**src/hdl/replay_pkg.sv**
```systemverilog
// Replay engine shared definitions

package replay_pkg;

   // Stream beat widths
   localparam int DATA_W  = 64;
   localparam int USER_W  = 16;
   localparam int KEEP_W  = DATA_W / 8;

   // Width of the replay pass count
   localparam int COUNT_W = 32;

   // Default packet memory address width, 64 beats
   localparam int MEM_DEPTH_BITS_DEF  = 6;

   // Default egress FIFO depth bits, 8 entries
   localparam int FIFO_DEPTH_BITS_DEF = 3;

   // One stream beat, last on top and data at the bottom
   typedef struct packed {
      logic              last;
      logic [USER_W-1:0] user;
      logic [KEEP_W-1:0] keep;
      logic [DATA_W-1:0] data;
   } beat_t;

   // Packet memory word holds one whole beat
   typedef beat_t mem_word_t;

endpackage

```
**src/hdl/beat_fifo.sv**
```systemverilog
// Fall-through egress FIFO

`timescale 1ns/10ps

module beat_fifo
   import replay_pkg::*;
#(
   parameter int DEPTH_BITS = FIFO_DEPTH_BITS_DEF
)
(
   input  logic  axis_aclk_i,
   input  logic  rst_n_i,
   input  logic  sw_rst_i,

   input  logic  push_i,
   input  beat_t push_beat_i,

   input  logic  pop_i,
   output beat_t head_o,
   output logic  empty_o,
   output logic  nearly_full_o
);

   localparam int DEPTH = 2 ** DEPTH_BITS;
   localparam logic [DEPTH_BITS:0] FULL_LVL   = (DEPTH_BITS + 1)'(DEPTH);
   localparam logic [DEPTH_BITS:0] NEARLY_LVL = (DEPTH_BITS + 1)'(DEPTH - 1);

   beat_t                 slots_q [DEPTH];
   logic [DEPTH_BITS-1:0] wr_ptr_q;
   logic [DEPTH_BITS-1:0] rd_ptr_q;
   logic [DEPTH_BITS:0]   count_q;
   logic                  do_push;
   logic                  do_pop;

   assign do_pop  = pop_i & (count_q != '0);
   // A full FIFO still takes a beat when one leaves in the same cycle
   assign do_push = push_i & ((count_q != FULL_LVL) | do_pop);

   always_ff @(posedge axis_aclk_i) begin
      if (do_push) begin
         slots_q[wr_ptr_q] <= push_beat_i;
      end
   end

   always_ff @(posedge axis_aclk_i) begin
      if (!rst_n_i) begin
         wr_ptr_q <= '0;
         rd_ptr_q <= '0;
         count_q  <= '0;
      end else if (sw_rst_i) begin
         wr_ptr_q <= '0;
         rd_ptr_q <= '0;
         count_q  <= '0;
      end else begin
         if (do_push) begin
            wr_ptr_q <= wr_ptr_q + 1'b1;
         end
         if (do_pop) begin
            rd_ptr_q <= rd_ptr_q + 1'b1;
         end
         case ({do_push, do_pop})
            2'b10:   count_q <= count_q + 1'b1;
            2'b01:   count_q <= count_q - 1'b1;
            default: count_q <= count_q;
         endcase
      end
   end

   // Head is the oldest slot, valid whenever not empty
   assign head_o        = slots_q[rd_ptr_q];
   assign empty_o       = (count_q == '0);
   // One or fewer free slots left
   assign nearly_full_o = (count_q >= NEARLY_LVL);

endmodule

```
**config.mk**
```make
export PLATFORM = sky130hd
export DESIGN_NAME = beat_fifo
export DESIGN_NICKNAME = d
export VERILOG_FILES = /design/src/hdl/replay_pkg.sv /design/src/hdl/beat_fifo.sv
export SDC_FILE = /design/constraint.sdc
export NUM_CORES = 1
export LEC_CHECK = 0
export ABC_CLOCK_PERIOD_IN_PS = 11600
export BUFFER_PORTS_ARGS = -buffer_cell sky130_fd_sc_hd__buf_2
export CORE_ASPECT_RATIO = 0.5
export CORE_MARGIN = 3
export CORE_UTILIZATION = 35
export DETAILED_ROUTE_END_ITERATION = 8
export HOLD_SLACK_MARGIN = 0.08
export PLACE_DENSITY = 0.63
export SYNTH_ARGS = -nofsm -noshare
export SYNTH_HDL_FRONTEND = slang
export SYNTH_SLANG_ARGS = --single-unit
```
**constraint.sdc**
```tcl
create_clock -name axis_aclk_i -period 11.6 [get_ports axis_aclk_i]
set_input_delay 1.74 -clock axis_aclk_i [delete_from_list [all_inputs] [get_ports axis_aclk_i]]
set_output_delay 1.74 -clock axis_aclk_i [all_outputs]
set_load 0.01 [all_outputs]
```
# == After elaboration in Yosys (flattened, before gate mapping) ==
# Memory sizes are Yosys's and may differ from the RTL's. A register that Yosys moved wholly into a read port is not among the register bits.
# Cells that the tools add are included.
# classes
bitwise,4
n_addsub,4
eq_ne,3
n_mux,5
n_lt_le_gt_ge,1
n_reduce_logical,4
# op_table
cell,count
$pmux 4 s2,1
$add 3x1->3 const B,2
$mux 3,2
$add 4x1->4 const B,1
$ge 4x3->1 const B,1
$logic_not 4->1,1
$ne 4x4->1 const B,1
$reduce_bool 4->1,1
$sub 4x1->4 const B,1
$and 1x1->1,2
$eq 2x1->1 const B,1
$eq 2x2->1 const B,1
$mux 1,2
$reduce_bool 2->1,1
$reduce_or 2->1,1
$not 1->1,1
$or 1x1->1,1
# totals
elab_cells,25
mem_bits_rw,712
output_inout_bits,91
n_memories,1
in_bits,94
register_bits,10
# memory_table
memory,words,word_bits,rd,rd_clocked_by_memory_dff,write_ports,line,rtl
slots_q,8,89,1,1,1,beat_fifo.sv:28,beat_t slots_q [DEPTH];

# == Logic depth before layout (Yosys ltp) ==
# logic_depth
word_depth,6
mapped_depth,11
mapped_depth_nobuf,9

# == Least setup slack after synthesis ==
# Ideal clock, no wire load.
# synth_path
kind,input port to flip-flop
from,in pop_i
to,mem slots_q[0][0] (netlist name) (enable)
setup_slack_ns,0.158
stages,4
setup_ns,0.755
t_arrival_ns,10.687
path_cell_list,clkbuf_1 -> nand2b_1 -> o21ai_4 -> nor4_1
# synth_between
elab_chain_cells,5
# synth_rtl
item,line,rtl
start: declaration,beat_fifo.sv:18,"input logic pop_i,"
$and 1x1->1,beat_fifo.sv:35,assign do_pop = pop_i & (count_q != '0);
$or 1x1->1,beat_fifo.sv:37,assign do_push = push_i & ((count_q != FULL_LVL) | do_pop);
$and 1x1->1,beat_fifo.sv:37,
$mux 1,beat_fifo.sv:40,if (do_push) begin
$mux 1 (implied by the code),beat_fifo.sv:41,slots_q[wr_ptr_q] <= push_beat_i;
end: declaration,beat_fifo.sv:28,
# No other way between the ends.

==> run summary <==
## Status
• status: finished, final reports clean

## Cells and area
• count of placed standard cells in the final layout, fillers left out: 2,412
• area growth from synthesis to layout: 15.5%
• core utilization of the finished layout: 41.5%
• proportion of layout cells with a drive suffix above 1: 40.8%
• NumNets Final: 1,437
• final standard cell area without fillers: 31,800 um2

## Timing
• Final Cycle Share: 52.2%
• max-slew violation count: 0
• Setup Viol. Count Final: 0
• Setup Total Neg Slack: 0 ns
• post-route clock skew: 0.00981 ns
• Final Hold Slack: 0.525 ns
• Max transition margin: 29.5%
• Hold Fails Final Rpt: 0
• pin slew with the least headroom to its limit: 1.06 ns
• f_max: 0.165 GHz
• RSZ-0062 raised after global routing: false
• Period minus WS final: 6.05 ns

## Logic synthesis
• post-synthesis share of cell area spent on and, or, nand and nor gates: 0.582%
• complex-gate fraction of the synthesized area: 0.459%
• multiplexer share of the synthesized area: 18.5%
• Syn Inst Count: 1,115
• largest family of logic cells by synthesized area: multiplexers
• count of flip-flops with a built-in enable after synthesis: 712
• average cell area after synthesis: 24.7 um2
• syn_nets: 1,214
• combined area of all synthesized cells: 27,500 um2
• count of distinct cell types in the synthesized netlist: 37
• cell types occupying the most area after synthesis: edfxtp_1 78%, mux4_2 13%, mux2_2 3.6%, mux4_1 1.3%, dfxtp_1 0.95%
• number of storage elements in the synthesis netlist: 725
• Yosys top cell by area: edfxtp_1
• Synth Warn #: 0
• fraction of synthesis flops using an asynchronous set or reset pin: 0%
• dominant synthesized flop cell: edfxtp_1
• Post-synth top cells: 712 x edfxtp_1, 164 x mux4_2, 89 x mux2_2
• fraction of synthesized cell area in xor and xnor cells: 0.223%
• sequential fraction of the synthesis area: 78.6%
• area share of the leading cell type in the synthesized netlist: 77.7%
• adder-cell area share of the yosys netlist: 0.255%
• top-count cell post-synth: edfxtp_1

## Drt
• uppermost metal layer occupied by signal nets: met5
• number of violations reported at the end of detailed-routing iteration 0: 849
• Routed met1 length: 22,700 um
• routed length on met2: 29,300 um
• final routed wirelength across all metal layers: 54,800 um
• detailed-router iteration count before antenna repair: 5
• routed via count divided by cell count: 4.94
• count of antenna-violating nets left after detailed routing: 0
• Met3 Routed Length: 1630 um
• routed via count: 11,900
• number of design rule violations left after detail routing: 0
• detail-routed net length per standard cell: 22.7 um

## Power and ir drop
• PD cells: 167 nW/um2
• cell leakage power: 0.00993 uW
• maximum VDD drop: 113 uV

## Clock network
• quantity of hold-fixing buffers added after cts: 0
• clock buffer count from CTS: 71
• clock sink count: 725
• # Post-CTS Setup Buffers: 0
• CTS tree: yes
• cell chosen for the clock root: clkbuf_16
• clock edge transition at the registers on the reported setup and hold paths: 0.06 ns
• number of gates given a new drive strength after cts: 0
• clock tree buffer depth: 3
• H-tree levels: 3
• latest clock arrival within the worst-skew pair: 0.59 ns

## Placement
• standard cell area after detailed placement: 29,600 um2
• number of buffer cells added on primary ports: 184
• placer's final routability congestion estimate: 0.691
• dpl hpwl: 29,000 um
• placed instance count: 2,287

## Min path
• class of the most critical hold timing path: flop to flop
• Worst Hold Path Cells: 2
• Hold Path Origin: rd_ptr_q[2]
• Worst Hold Path EP: rd_ptr_q[2]

## Setup path
• capture instance of the worst register-to-register path: slots_q[3][71]
• Crit Path Category: flop to output pin
• series of cell instances along the critical path: buf_12, buf_4, mux4_1, mux2_2, buf_2
• number of buffers and inverters on the critical path: 3
• FF-to-FF setup slack: 8.10 ns
• largest driver fanout on the critical path: 91
• stage delay of the slowest cell on the critical path: 1.00 ns
• Top Family by Delay on Critical Path: buffers and inverters
• data arrival time of the critical path: 4.31 ns
• R2R cell count: 5
• kind of capture point of the worst setup path: output pin
• critical path required time: 9.86 ns
• slowest cell on the critical path: dfxtp_4
• startpoint kind of the worst setup timing path: flop
• worst flop-to-flop path startpoint: count_q[0]

## Flow run
• Max-cap violations: 0

## GRT
• via count of the first global-routing pass: 12,900
• first-pass GRT wire length: 82,400 um
• combined global-route utilization of all metal layers: 13.4%
• antenna violations before repair: 7
• maximum number of pins on one net before global-route repair: 92
• aggregate global routing overflow: 0

## Die
• I/O pins: 185
• Std-Cell Rows: 71
• Chip Width: 403 um
• Die Y: 204 um
• effective utilization at floorplan: 36.0%
• Core Footprint: 76,500 um2
• Die Area: 82,200 um2

## how the worst max path moves through the flow
stage	start	endpoint	slack (ns)	cells after the start
after detailed placement	flop	head_o[0]	6.06	5
final	flop	head_o[0]	5.55	5
after CTS	flop	head_o[0]	5.42	5
after global routing	flop	head_o[81]	5.14	5
after global placement	flop	head_o[0]	6.06	5
after floorplan	pop_i	slots_q[0][0]	0.16	4
## where the power goes
group / leakage [uW] / switching [uW] / internal (uW)
registers: 0.00657 / 13.1 / 2910
clock network: 0.00106 / 914 / 1260
logic: 0.00229 / 117 / 97.7
## metrics by stage
stage	setup WS [ns]	power (uW)
floorplan	0.158	3110
global placement	6.06	3200
detailed placement	6.06	3200
CTS	5.42	5370
global route	5.14	5500
finish	5.55	5310
## layout by cell type, fill, tap and decap left out, types with 2 or more instances in the layout
cell,instances
dfxtp_1,10
a211oi_1,2
mux2i_1,3
nand2_1,2
mux2_2,89
buf_4,21
ha_1,4
clkbuf_16,73
xor2_1,4
dfxtp_4,3
mux4_1,14
bufinv_16,5
buf_2,184
xnor2_1,3
a21oi_1,2
clkinv_2,12
mux4_2,164
o211ai_1,3
nor2_1,12
nor3_2,4
edfxtp_1,712
inv_1,4
clkbuf_1,15
nor2_4,3
diode_2,3
clkinv_1,15
nand2b_1,5
## flip-flops by register name, summed over array words and instances, names as in the netlist, named ones only
signal and flops:
slots_q 712, count_q 4, rd_ptr_q 3, wr_ptr_q 3
## cell type report
cell class | count | area [um2]
tap | 1022 | 1280
sequential | 725 | 21700
clock inverter | 34 | 283
clock buffer | 88 | 1880
multi-input combinational | 330 | 5560
antenna | 3 | 7.51
timing repair buffer | 206 | 1100
inverter | 4 | 15.0
fill | 6528 | 44700
## per-layer routing
layer	track usage [%]	vias up
li1	-	5224
met1	16.8	6423
met2	24.1	181
met3	2.08	91
met4	3.77	4
met5	0	-
## logic make-up after synthesis
family	count (synthesis)
compound gates	15
fa+ha+maj	5
mux	270
simple gates	33
buf+inv	60
flops	725
xor+xnor	7
## tightest hold or removal path, cell delays in order (launching register included)
cell	delay, ns
dfxtp_1	0.32
xor2_1	0.06
nor2_1	0.10
(Power assumes the default switching activity.)
