## src/hdl/replay_pkg.sv

```systemverilog
// Replay engine shared definitions

package replay_pkg;

   // Stream beat widths
   localparam int DATA_W  = 64;
   localparam int USER_W  = 16;
   localparam int KEEP_W  = DATA_W / 8;

   // Width of the replay pass count
   localparam int COUNT_W = 32;

   // Default packet memory address width, 64 beats
   localparam int MEM_DEPTH_BITS_DEF  = 6;

   // Default egress FIFO depth bits, 8 entries
   localparam int FIFO_DEPTH_BITS_DEF = 3;

   // One stream beat, last on top and data at the bottom
   typedef struct packed {
      logic              last;
      logic [USER_W-1:0] user;
      logic [KEEP_W-1:0] keep;
      logic [DATA_W-1:0] data;
   } beat_t;

   // Packet memory word holds one whole beat
   typedef beat_t mem_word_t;

endpackage

```

## src/hdl/mem_port_if.sv

```systemverilog
// Packet memory request port

`timescale 1ns/10ps

interface mem_port_if
   import replay_pkg::*;
#(
   parameter int ADDR_W = MEM_DEPTH_BITS_DEF
);

   // Write request
   logic              wr_en;
   logic [ADDR_W-1:0] wr_addr;
   beat_t             wr_beat;

   // Read request and the beat returned one cycle later
   logic              rd_en;
   logic [ADDR_W-1:0] rd_addr;
   logic              rd_valid;
   beat_t             rd_beat;

   modport ctrl (
      output wr_en, wr_addr, wr_beat, rd_en, rd_addr,
      input  rd_valid, rd_beat
   );

   modport mem (
      input  wr_en, wr_addr, wr_beat, rd_en, rd_addr,
      output rd_valid, rd_beat
   );

endinterface

```

## src/hdl/replay_ctrl.sv

```systemverilog
// Store and replay controller

`timescale 1ns/10ps

module replay_ctrl
   import replay_pkg::*;
#(
   parameter int MEM_DEPTH_BITS = MEM_DEPTH_BITS_DEF
)
(
   input  logic               axis_aclk_i,
   input  logic               rst_n_i,
   input  logic               sw_rst_i,

   input  logic               wr_done_i,
   input  logic               start_replay_i,
   input  logic [COUNT_W-1:0] replay_count_i,

   input  beat_t              s_beat_i,
   input  logic               s_valid_i,
   output logic               s_ready_o,

   input  logic               fifo_nearly_full_i,
   input  logic               fifo_empty_i,
   input  logic               m_handshake_i,

   mem_port_if.ctrl           mem,

   output logic               replay_busy_o
);

   // Stored beat count reaching this value means the memory is full
   localparam logic [MEM_DEPTH_BITS:0] MEM_FULL = {1'b1, {MEM_DEPTH_BITS{1'b0}}};

   // Store side
   logic                      store_open_q, store_open_d;
   logic [MEM_DEPTH_BITS:0]   wr_cnt_q, wr_cnt_d;
   logic                      s_ready_q;
   logic                      s_accept;

   // Replay side
   logic                      busy_q, busy_d;
   logic                      reading_q, reading_d;
   logic                      handed_q, handed_d;
   logic [MEM_DEPTH_BITS-1:0] rd_addr_q, rd_addr_d;
   logic [COUNT_W-1:0]        passes_q, passes_d;
   logic [MEM_DEPTH_BITS:0]   last_idx;
   logic                      start_ok;
   logic                      rd_en;
   logic                      drained;

   assign s_accept = s_valid_i & s_ready_q;
   assign last_idx = wr_cnt_q - 1'b1;

   // Start only with a closed, non-empty store and a non-zero count
   assign start_ok = start_replay_i & ~busy_q & ~store_open_q & (wr_cnt_q != '0)
                   & (replay_count_i != '0);

   // Keep one slot free for the read already in flight
   assign rd_en = busy_q & reading_q & ~fifo_nearly_full_i & ~sw_rst_i;

   // All reads issued, nothing in flight and the final beat gone
   assign drained = busy_q & ~reading_q & ~mem.rd_valid & fifo_empty_i & handed_q;

   always_comb begin
      store_open_d = store_open_q;
      wr_cnt_d     = wr_cnt_q;
      busy_d       = busy_q;
      reading_d    = reading_q;
      handed_d     = handed_q;
      rd_addr_d    = rd_addr_q;
      passes_d     = passes_q;

      if (s_accept) begin
         wr_cnt_d = wr_cnt_q + 1'b1;
      end
      if (wr_done_i) begin
         store_open_d = 1'b0;
      end

      if (start_ok) begin
         busy_d    = 1'b1;
         reading_d = 1'b1;
         handed_d  = 1'b0;
         rd_addr_d = '0;
         passes_d  = replay_count_i;
      end

      // Wrap at the last stored beat and count one pass
      if (rd_en) begin
         if (rd_addr_q == last_idx[MEM_DEPTH_BITS-1:0]) begin
            rd_addr_d = '0;
            passes_d  = passes_q - 1'b1;
            if (passes_q == COUNT_W'(1)) begin
               reading_d = 1'b0;
            end
         end else begin
            rd_addr_d = rd_addr_q + 1'b1;
         end
      end

      // Beats leaving after the last read belong to the tail of the replay
      if (m_handshake_i && busy_q && !reading_q) begin
         handed_d = 1'b1;
      end
      if (drained) begin
         busy_d   = 1'b0;
         handed_d = 1'b0;
      end

      if (sw_rst_i) begin
         store_open_d = 1'b1;
         wr_cnt_d     = '0;
         busy_d       = 1'b0;
         reading_d    = 1'b0;
         handed_d     = 1'b0;
         rd_addr_d    = '0;
         passes_d     = '0;
      end
   end

   always_ff @(posedge axis_aclk_i) begin
      if (!rst_n_i) begin
         store_open_q <= 1'b1;
         wr_cnt_q     <= '0;
         s_ready_q    <= 1'b0;
         busy_q       <= 1'b0;
         reading_q    <= 1'b0;
         handed_q     <= 1'b0;
         rd_addr_q    <= '0;
         passes_q     <= '0;
      end else begin
         store_open_q <= store_open_d;
         wr_cnt_q     <= wr_cnt_d;
         // Ready registered from next state so it stays low in reset
         s_ready_q    <= store_open_d & (wr_cnt_d != MEM_FULL) & ~busy_d;
         busy_q       <= busy_d;
         reading_q    <= reading_d;
         handed_q     <= handed_d;
         rd_addr_q    <= rd_addr_d;
         passes_q     <= passes_d;
      end
   end

   assign s_ready_o = s_ready_q;

   // Accepted beats go to memory in the same cycle
   assign mem.wr_en   = s_accept;
   assign mem.wr_addr = wr_cnt_q[MEM_DEPTH_BITS-1:0];
   assign mem.wr_beat = s_beat_i;

   assign mem.rd_en   = rd_en;
   assign mem.rd_addr = rd_addr_q;

   // Drops in the cycle after the final beat is handed over
   assign replay_busy_o = busy_q & ~drained;

endmodule

```

## src/flat_wrapper.sv

```systemverilog
// flat-port wrapper written by rule: the top's interface ports become plain ports
module replay_ctrl_flat import replay_pkg::*;
#(
   parameter int MEM_DEPTH_BITS = MEM_DEPTH_BITS_DEF
)
  (axis_aclk_i, rst_n_i, sw_rst_i, wr_done_i, start_replay_i, replay_count_i, s_beat_i, s_valid_i, s_ready_o, fifo_nearly_full_i, fifo_empty_i, m_handshake_i, replay_busy_o, mem_wr_en, mem_wr_addr, mem_wr_beat, mem_rd_en, mem_rd_addr, mem_rd_valid, mem_rd_beat);
  mem_port_if mem_i ();
  input  logic axis_aclk_i;
  input  logic rst_n_i;
  input  logic sw_rst_i;
  input  logic wr_done_i;
  input  logic start_replay_i;
  input  logic [COUNT_W-1:0] replay_count_i;
  input  beat_t s_beat_i;
  input  logic s_valid_i;
  output logic s_ready_o;
  input  logic fifo_nearly_full_i;
  input  logic fifo_empty_i;
  input  logic m_handshake_i;
  output logic replay_busy_o;
  output wire logic [$bits(mem_i.wr_en)-1:0] mem_wr_en;
  output wire logic [$bits(mem_i.wr_addr)-1:0] mem_wr_addr;
  output wire logic [$bits(mem_i.wr_beat)-1:0] mem_wr_beat;
  output wire logic [$bits(mem_i.rd_en)-1:0] mem_rd_en;
  output wire logic [$bits(mem_i.rd_addr)-1:0] mem_rd_addr;
  input wire logic [$bits(mem_i.rd_valid)-1:0] mem_rd_valid;
  input wire logic [$bits(mem_i.rd_beat)-1:0] mem_rd_beat;
  assign mem_wr_en = mem_i.wr_en;
  assign mem_wr_addr = mem_i.wr_addr;
  assign mem_wr_beat = mem_i.wr_beat;
  assign mem_rd_en = mem_i.rd_en;
  assign mem_rd_addr = mem_i.rd_addr;
  assign mem_i.rd_valid = mem_rd_valid;
  assign mem_i.rd_beat = mem_rd_beat;
  replay_ctrl #(.MEM_DEPTH_BITS(MEM_DEPTH_BITS)) u_core (.axis_aclk_i(axis_aclk_i), .rst_n_i(rst_n_i), .sw_rst_i(sw_rst_i), .wr_done_i(wr_done_i), .start_replay_i(start_replay_i), .replay_count_i(replay_count_i), .s_beat_i(s_beat_i), .s_valid_i(s_valid_i), .s_ready_o(s_ready_o), .fifo_nearly_full_i(fifo_nearly_full_i), .fifo_empty_i(fifo_empty_i), .m_handshake_i(m_handshake_i), .mem(mem_i), .replay_busy_o(replay_busy_o));
endmodule
```

## config.mk

```make
export PLATFORM = sky130hd
export DESIGN_NAME = replay_ctrl_flat
export DESIGN_NICKNAME = d
export VERILOG_FILES = /design/src/hdl/replay_pkg.sv /design/src/hdl/mem_port_if.sv /design/src/hdl/replay_ctrl.sv /design/src/flat_wrapper.sv
export SDC_FILE = /design/constraint.sdc
export NUM_CORES = 1
export LEC_CHECK = 0
export BUFFER_PORTS_ARGS = -buffer_cell sky130_fd_sc_hd__buf_2
export CAP_MARGIN = 40
export CORE_AREA = 2 2 127 129
export DETAILED_ROUTE_END_ITERATION = 10
export DIE_AREA = 0 0 129 131
export GPL_TIMING_DRIVEN = 0
export PLACE_DENSITY = 0.66
export SLEW_MARGIN = 20
export SYNTH_ARGS = -nofsm -noshare
export SYNTH_HDL_FRONTEND = slang
export SYNTH_SLANG_ARGS = --single-unit
```

## constraint.sdc

```tcl
create_clock -name axis_aclk_i -period 2.8 [get_ports axis_aclk_i]
set_clock_uncertainty 0.05 [all_clocks]
set_input_delay 0.56 -clock axis_aclk_i [delete_from_list [all_inputs] [get_ports axis_aclk_i]]
set_output_delay 0.56 -clock axis_aclk_i [all_outputs]
set_load 0.05 [all_outputs]
```

Word-level counts from Yosys, hierarchy flattened. Cells that the tools add are included.

Register bits: 50. Output and inout bits: 105. Bits of input ports: 220.

$add $sub $neg: 4. Reductions and logical operators: 9. Bitwise logic cells: 24. Equal/unequal tests: 3. Muxes and demuxes: 19.

Operators by type and width (number): $mux 32 (3); $eq 32x1->1 const B (1); $reduce_bool 32->1 (1); $sub 32x1->32 const B (1); $mux 6 (3); $and 1x1->1 (15); $mux 7 (2); $mux 1 (11); $not 1->1 (9); $add 7x1->7 const B (1); $ne 7x7->1 const B (1); $reduce_bool 7->1 (1); $add 6x1->6 const B (1); $eq 6x6->1 (1); $sub 6x1->6 const B (1); $reduce_bool 2->1 (2); $reduce_or 3->1 (1); $logic_and 1x1->1 (2); $reduce_or 2->1 (1); $logic_not 1->1 (1).

Logic depth before layout (Yosys ltp). Gate-level depths: netlist of run 1.

Word-level depth: 10. Mapped depth: 11. Mapped depth without buffers: 8.

Worst setup path before layout of run 1. Ideal clock, no wire load.

Path kind: register to register. From: reg u_core.wr_cnt_q[0]. To: reg u_core.passes_q[11]. Slack: 0.352 ns. Setup time: 0.074 ns. Stages on the path, launching flop included: 12. Arrival: 2.323 ns. Data required time: 2.676 ns. Buffers on the path: 3. Cells stage by stage: dfxtp_1 > buf_2 > inv_1 > ha_1 > xnor2_1 > nor3_1 > o211a_1 > buf_4 > nand2_1 > clkbuf_1 > or3_1 > a31oi_1.

Word-level cells in the longest chain between the ends: 6. Elaborated cells on any way between the ends: 8.

RTL lines: from (decl) (RTL line replay_ctrl.sv:37) `logic [MEM_DEPTH_BITS:0] wr_cnt_q, wr_cnt_d;`; from (signal assigned) (RTL line replay_ctrl.sv:134) `wr_cnt_q <= wr_cnt_d;`; parallel branches: the longest is 5 deep, another holds $sub 6x1->6; $mux 32 (*) (RTL line replay_ctrl.sv:90) `if (rd_en) begin`; to (signal assigned) (RTL line replay_ctrl.sv:141) `passes_q <= passes_d;`; to (decl) (RTL line replay_ctrl.sv:46) `logic [COUNT_W-1:0] passes_q, passes_d;`.

Mark *: on every way between the ends. A chain may end at the register's enable or synchronous reset.

Final worst setup path of run 1.
From: reg u_core.wr_cnt_q[0]. To: reg u_core.passes_q[15].

The elaborated chain is that of the path after synthesis.

==> results of run 1 <==
==> flip-flops by register name, summed over array words and instances (netlist names) <==
register and count:
u_core.passes_q 32, u_core.wr_cnt_q 7, u_core.mem.rd_addr 6, u_core.busy_q 1, u_core.handed_q 1, u_core.reading_q 1
u_core.s_ready_o 1, u_core.store_open_q 1
==> cell type report <==
cell class	count	area, µm²
repair buffers	146	731
flip-flops and latches	50	1000
multi-input cells	298	1930
clock inverters	1	5.00
clock buffers	7	143
inverters	8	30.0
well taps	216	270
fillers	1695	10600
plain buffers	119	847
==> worst max-delay path, cell delays in order (launching register included) <==
cell      delay [ns]
dfxtp_1         0.36
clkbuf_4        0.19
inv_1           0.08
ha_1            0.24
nor2b_1         0.14
or3_1           0.42
a31oi_4         0.29
nand2_4         0.12
buf_4           0.20
or3_1           0.35
a31oi_1         0.19
==> cells in the final DEF, fill, tap and decap left out, types with 9 or more instances in the layout <==
cell / synthesis / layout
or3_1: 9 / 9
dfxtp_1: 50 / 50
nand2_1: 38 / 37
a31oi_1: 23 / 22
nand4_1: 11 / 11
a21oi_1: 25 / 24
nor4_1: 12 / 12
o21ai_0: 9 / 9
nand3_1: 16 / 16
buf_4: 97 / 97
clkbuf_1: 16 / 11
nor3_1: 16 / 15
nor2_1: 32 / 32
buf_2: 4 / 149
==> where the power goes <==
group	total, mW	switching, mW	internal [mW]
logic	0.505	0.344	0.162
clock network	0.637	0.281	0.356
registers	0.715	0.00207	0.713
total	1.86	0.627	1.23
==> metrics by stage <==
| stage | worst slack [ns] | std cells | TNS, ns | area [µm²] |
|---|---|---|---|---|
| floorplan | 0.352 | 475 | 0 | 3720 |
| global placement | -0.237 | 837 | -2.24 | 4720 |
| finish | 0.0828 | 845 | 0 | 4960 |
| CTS | -0.00135 | 845 | -0.00135 | 4890 |
| detailed placement | -0.213 | 837 | -2.08 | 4720 |
| global route | -0.0483 | 845 | -0.180 | 4960 |
==> cells by family (layout without fill, tap and decap cells) <==
family | after synthesis | count (layout) | synth area share
mux | 2 | 2 | 0.00538
xor+xnor | 13 | 13 | 0.0306
compound gates | 105 | 105 | 0.191
flops | 50 | 50 | 0.269
buf+inv | 127 | 281 | 0.229
simple gates | 172 | 172 | 0.254
fa+ha+maj | 6 | 6 | 0.0202
==> what timing repair did <==
item,4_1_cts,5_1_grt
pin swaps,0,0
resized for setup,7,31
setup endpoints to repair,14,33
==> per-layer routing <==
metal / vias up / wire (µm) / part of all wire
met4: 0 / 128 / 0.010
met2: 239 / 5600 / 0.46
met1: 1868 / 5330 / 0.43
li1: 1952 / - / -
met3: 13 / 1240 / 0.10
met5: - / 0 / 0
==> worst max path at each step <==
stage                                        from                                  to  slack (ns)  cells after the start
finish              u_core.wr_cnt_q[0]$_SDFF_PN0_      u_core.passes_q[15]$_SDFF_PP0_        0.08                     10
global placement    u_core.wr_cnt_q[0]$_SDFF_PN0_      u_core.passes_q[15]$_SDFF_PP0_       -0.24                     10
global route        u_core.wr_cnt_q[0]$_SDFF_PN0_  u_core.mem.rd_addr[5]$_SDFFE_PP0P_       -0.05                     10
floorplan           u_core.wr_cnt_q[0]$_SDFF_PN0_      u_core.passes_q[11]$_SDFF_PP0_        0.35                     11
detailed placement  u_core.wr_cnt_q[0]$_SDFF_PN0_      u_core.passes_q[22]$_SDFF_PP0_       -0.21                     10
CTS                 u_core.wr_cnt_q[0]$_SDFF_PN0_      u_core.passes_q[15]$_SDFF_PP0_      -0.001                     11
==> impl_results.md, run 1 <==
* M3 GR Usage at 0.0346
* Hold WS at around 0.44 ns
* Seq/Total Area, Yosys at 0.269
* Critical hold path startpoint: u_core.passes_q[7]$_SDFF_PP0_
* Residual antenna-violating net count after detailed routing at 0
* Outcome: finished, final reports clean
* Fmax at 0.368 GHz
* Warnings, synthesis at 0
* RSZ-0062 raised after global routing: true
* VDD IR-drop max at 0.218 mV
* Clock Latency Late Sink at about 0.3 ns
* Syn Area/Cell at 7.83 µm²
* Final Max Slew Viols at 0
* WL/cell at roughly 15 µm
* Final worst path period share at 0.970
* Htree depth at 2
* Routed WL at roughly 12 mm
* TritonRoute pass-1 iters at 5
* Mapped cell area at 3720 µm²
* Reg2reg path depth at 10
* Diodes inserted at 0
* Rows at 46
* Hold endpoint: u_core.passes_q[7]$_SDFF_PP0_
* R2R setup slack at 0.08 ns
* Remaining DRCs at 0
* Final core occ at 0.318
* Input/output buffers at 146
* GRT Total Usage at 0.138
* Post-CTS Hold Buffers at 0
* Initial DRC Count at about 350
* RR Startpoint: u_core.wr_cnt_q[0]$_SDFF_PN0_
* Synth async-reset ratio at 0
* Critical Path AT at between 2 and 3 ns
* DP HPWL at 9.45 mm
* Final Setup Violations at 0
* Area fraction of the dominant cell type after synthesis at 0.269
* Nets at 854
* Core area at approximately 16000 µm²
* Hold Crit Class: reg2reg
* Power density cells at 375 nW/µm²
* Die ar. at 16900 µm²
* Initial core utilization at 0.239
* Worst Tran Pin Value at 0.678 ns
* GP Congestion at 0.863
* Synth cell count leaders: 97 x buf_4, 50 x dfxtp_1, 38 x nand2_1, 32 x nor2_1, 25 x a21oi_1
* Top-count cell post-synth: buf_4
* Max Root-Sink Buffers at 2
* Rel. slew slack at 0.548
* CP Max Fanout at 10
* Max-Cap Viols at 0
* Global-route wire length before repair at 18.3 mm
* Via density at around 4.8
* Total CTS buffers at 5
* Clock Pin Slew Worst Setup and Hold Paths at 0.07 ns
* Global route overflow at 0
* Chip height at 131 µm
* Largest net degree at the start of global routing at 15
* Crit. End Element: register
* I/O pins at 325
* Area leader, netlist: dfxtp_1
* Worst path required time at 2.96 ns
* Routed vias at 4072
* Met2 usage at 0.223
* Die W at 129 µm
* Synth cell types at 53
* Initial antenna violation count at 0
* Total power at 1.86 mW
* Synth Register Bits at 50
* Critical path type: reg2reg
* Syn_nets at ~700
* Hold Path Cell Cnt at 2
* Clk sink count at 50
* M1 GR Usage at 0.180
* Vias in the first global route at 3570
* EDFF count, synth at 0
* Final Hold Viols at 0
* Critical path launch point type: register
* Prevailing post-synth register cell: dfxtp_1
* Busiest grt layer: met2
* Tmin final at between 2 and 3 ns
* Post-synthesis cell count at 475
* CTS root buffer: clkbuf_16
* Share of layout cells above drive strength 1 at 0.444
* Synth-to-Final Area Change at 33.3%
* Setup repair bufs after CTS at 0
* Leading post-synthesis cells by cell area: dfxtp_1 27%, buf_4 20%, a31oi_1 3.9%
* R2R Path End: u_core.passes_q[15]$_SDFF_PP0_
* CTS tree: built
* Leakage at 2.22 nW
Note: power is estimated with default switching activity, not from simulation.
==> run 2, diff against run 1 <==
Settings changed: ABC_AREA from default to 0, CTS_CLUSTER_SIZE from default to 8, REMOVE_ABC_BUFFERS from default to 1.
==> run 2 against run 1 <==
Combinational power fell by 78%. Cell count fell by 23%. Clock-buffer cell count fell by 2. Utilization fell by 7.3 points. First-iteration DRC count fell by 8.3%. Largest cell class unchanged.
==> impl_results.md, run 2 (synthesis results as in run 1) <==
* Vias in the first global route at 3070 (-14%)
* GP Congestion at 0.975 (+13%)
* WL/cell at 33.2 µm (+130%)
* I/O pins at 325 (unchanged)
* Fmax at 0.379 GHz (+2.9%)
* CTS root buffer: clkbuf_16
* VDD IR-drop max at 0.275 mV (+26%)
* Rel. slew slack at 0.403 (-0.145)
* Htree depth at 2 (unchanged)
* Max incr delay on CP at 0.44 ns (+0.02 ns)
* Hold Crit Class: reg2reg
* Remaining DRCs at 0 (unchanged)
* Dpl cells at 631 (-25%)
* Share of layout cells above drive strength 1 at 0.220 (-0.224)
* Total CTS buffers at 5 (unchanged)
* Worst Tran Pin Value at 0.891 ns (+0.213 ns)
* Residual antenna-violating net count after detailed routing at 0 (unchanged)
* Initial antenna violation count at 1 (+1)
* Max reg flops at 32 (unchanged)
* Rows at 46 (unchanged)
* Biggest register: u_core.passes_q
* Crit path max-delay family: compound AO/OA/AOI/OAI gates
* Most frequent cells in the layout: 57 x buf_2, 49 x dfxtp_1, 37 x nand2_1
* Via density at 5.49 (+14%)
* Max Root-Sink Buffers at 2 (unchanged)
* Largest net degree at the start of global routing at 27 (+12)
* CTS tree: built
* Power density cells at 411 nW/µm² (+9.6%)
* Input/output buffers at 57 (-61%)
* Chip height at 131 µm (unchanged)
* Routed WL at 21.6 mm (+75%)
* Final Hold Viols at 0 (unchanged)
* Initial DRC Count at 320 (-8.3%)
* Clock Latency Late Sink at 0.31 ns (about the same)
* Max-Cap Viols at 0 (unchanged)
* Fin cells at 649 (-23%)
* Synth-to-Final Area Change at 2.69%
* Final Setup Violations at 0 (unchanged)
* Clk sink count at 50 (unchanged)
* Place WS at -0.970 ns (-0.758 ns)
* Worst Path Buf+Inv at 2 (-1)
* Global-route wire length before repair at 27.1 mm (+48%)
* CP Max Fanout at 9 (-1)
* Commonest non-fill, non-tap cell in the layout: buf_2
* Leakage at 1.41 nW (-37%)
* Die W at 129 µm (unchanged)
* Critical Path AT at 2.77 ns (-0.11 ns)
* Initial core utilization at 0.239 (unchanged)
* Nets at 657 (-23%)
* Worst setup margin at 0.158 ns (+0.0754 ns)
* Critical path type: reg2reg
* Final worst path period share at 0.944 (-0.0269)
* Core area at 15600 µm² (unchanged)
* Die ar. at 16900 µm² (unchanged)
* Global route overflow at 0 (unchanged)
* GRT Total Usage at 0.243 (+0.105)
* Outcome: finished, final reports clean
* TritonRoute pass-1 iters at 6 (+1)
* RSZ-0062 raised after global routing: false
* Routed vias at 3564 (-12%)
* Critical path, cell by cell: inv_1 > ha_1 > nor2b_1 > or3_1 > a31oi_4 > buf_4 > nand3_1 > o311ai_0 > a21oi_1
* Tmin final at 2.64 ns (-0.0754 ns)
* DP HPWL at 18.1 mm (+92%)
* CP max-delay cell: dfxtp_2
* Fillers at 1741 (+2.7%)
* Critical path launch point type: register
* Worst path required time at 2.93 ns (-0.03 ns)
* Clock Pin Slew Worst Setup and Hold Paths at 0.08 ns (about the same)
* TNS Setup at 0 ns (unchanged)
* Crit. End Element: register
* Final Max Slew Viols at 0 (unchanged)
run 2: cell types whose count changed in the layout (fill, tap and decap cells not counted), moves of 2 or more:
cell,delta
clkbuf_1,-11
o311ai_2,-2
buf_4,-90
buf_6,-2
clkbuf_2,-5
nor2_4,+2
buf_2,-92
buf_16,+2
o311ai_0,+10
o311ai_1,-8
run 2: layer usage:
layer	vias up	track usage	wire length (µm)
met3	73	0.171	3850
met4	2	0.274	2750
met5	-	0.0147	35
met1	1586	0.181	5140
li1	1564	-	-
met2	339	0.386	9800
run 2: what timing repair did:
action                     CTS  global route
setup endpoints to repair   39            28
pin swaps                    1             1
resized for setup            7             4
cloned                       0             1
setup buffers                3             4
hold buffers                 0             0
run 2: report_power, final:
part	internal, mW	switching [mW]	leakage, nW
Combinational	0.0427	0.0691	0.920
Sequential	0.713	0.00440	0.404
Clock	0.425	0.315	0.0842
run 2: area by class of cell:
type / count / area [µm²] / share of cell area
multi-input combinational: 299 / 1940 / 0.509
sequential: 50 / 1000 / 0.262
timing repair buffer: 67 / 404 / 0.106
tap: 216 / 270 / 0.0707
clock buffer: 5 / 125 / 0.0327
clock inverter: 3 / 43.8 / 0.0115
inverter: 8 / 30.0 / 0.00786
antenna: 1 / 2.50 / 0.000655
run 2: path summary, 6_finish.rpt:
path / start / slack [ns] / to / depth (start not counted)
setup reg to reg: u_core.wr_cnt_q[0]$_SDFF_PN0_ / 0.16 / u_core.passes_q[6]$_SDFF_PP0_ / 9
hold reg to reg: u_core.passes_q[30]$_SDFF_PP0_ / 0.44 / u_core.passes_q[30]$_SDFF_PP0_ / 2
hold / removal: u_core.passes_q[30]$_SDFF_PP0_ / 0.44 / u_core.passes_q[30]$_SDFF_PP0_ / 2
setup / recovery: u_core.wr_cnt_q[0]$_SDFF_PN0_ / 0.16 / u_core.passes_q[6]$_SDFF_PP0_ / 9
run 2: per-stage QoR:
step           cell area (µm²)  hold WS (ns)  power (mW)  utilization
2_1_floorplan             2900         0.399       0.775            -
3_3_place_gp              3450         0.420       0.831        0.221
3_5_place_dp              3530         0.423       0.838        0.226
4_1_cts                   3750         0.435        1.57        0.241
5_1_grt                   3820         0.460        1.61        0.245
6_report                  3820         0.444        1.57        0.245
run 2: worst reg2reg max path: stages, from the launching register on:
cell and delay, ns:
dfxtp_2 0.44, inv_1 0.11, ha_1 0.25, nor2b_1 0.14, or3_1 0.41, a31oi_4 0.26
buf_4 0.24, nand3_1 0.11, o311ai_0 0.37, a21oi_1 0.13
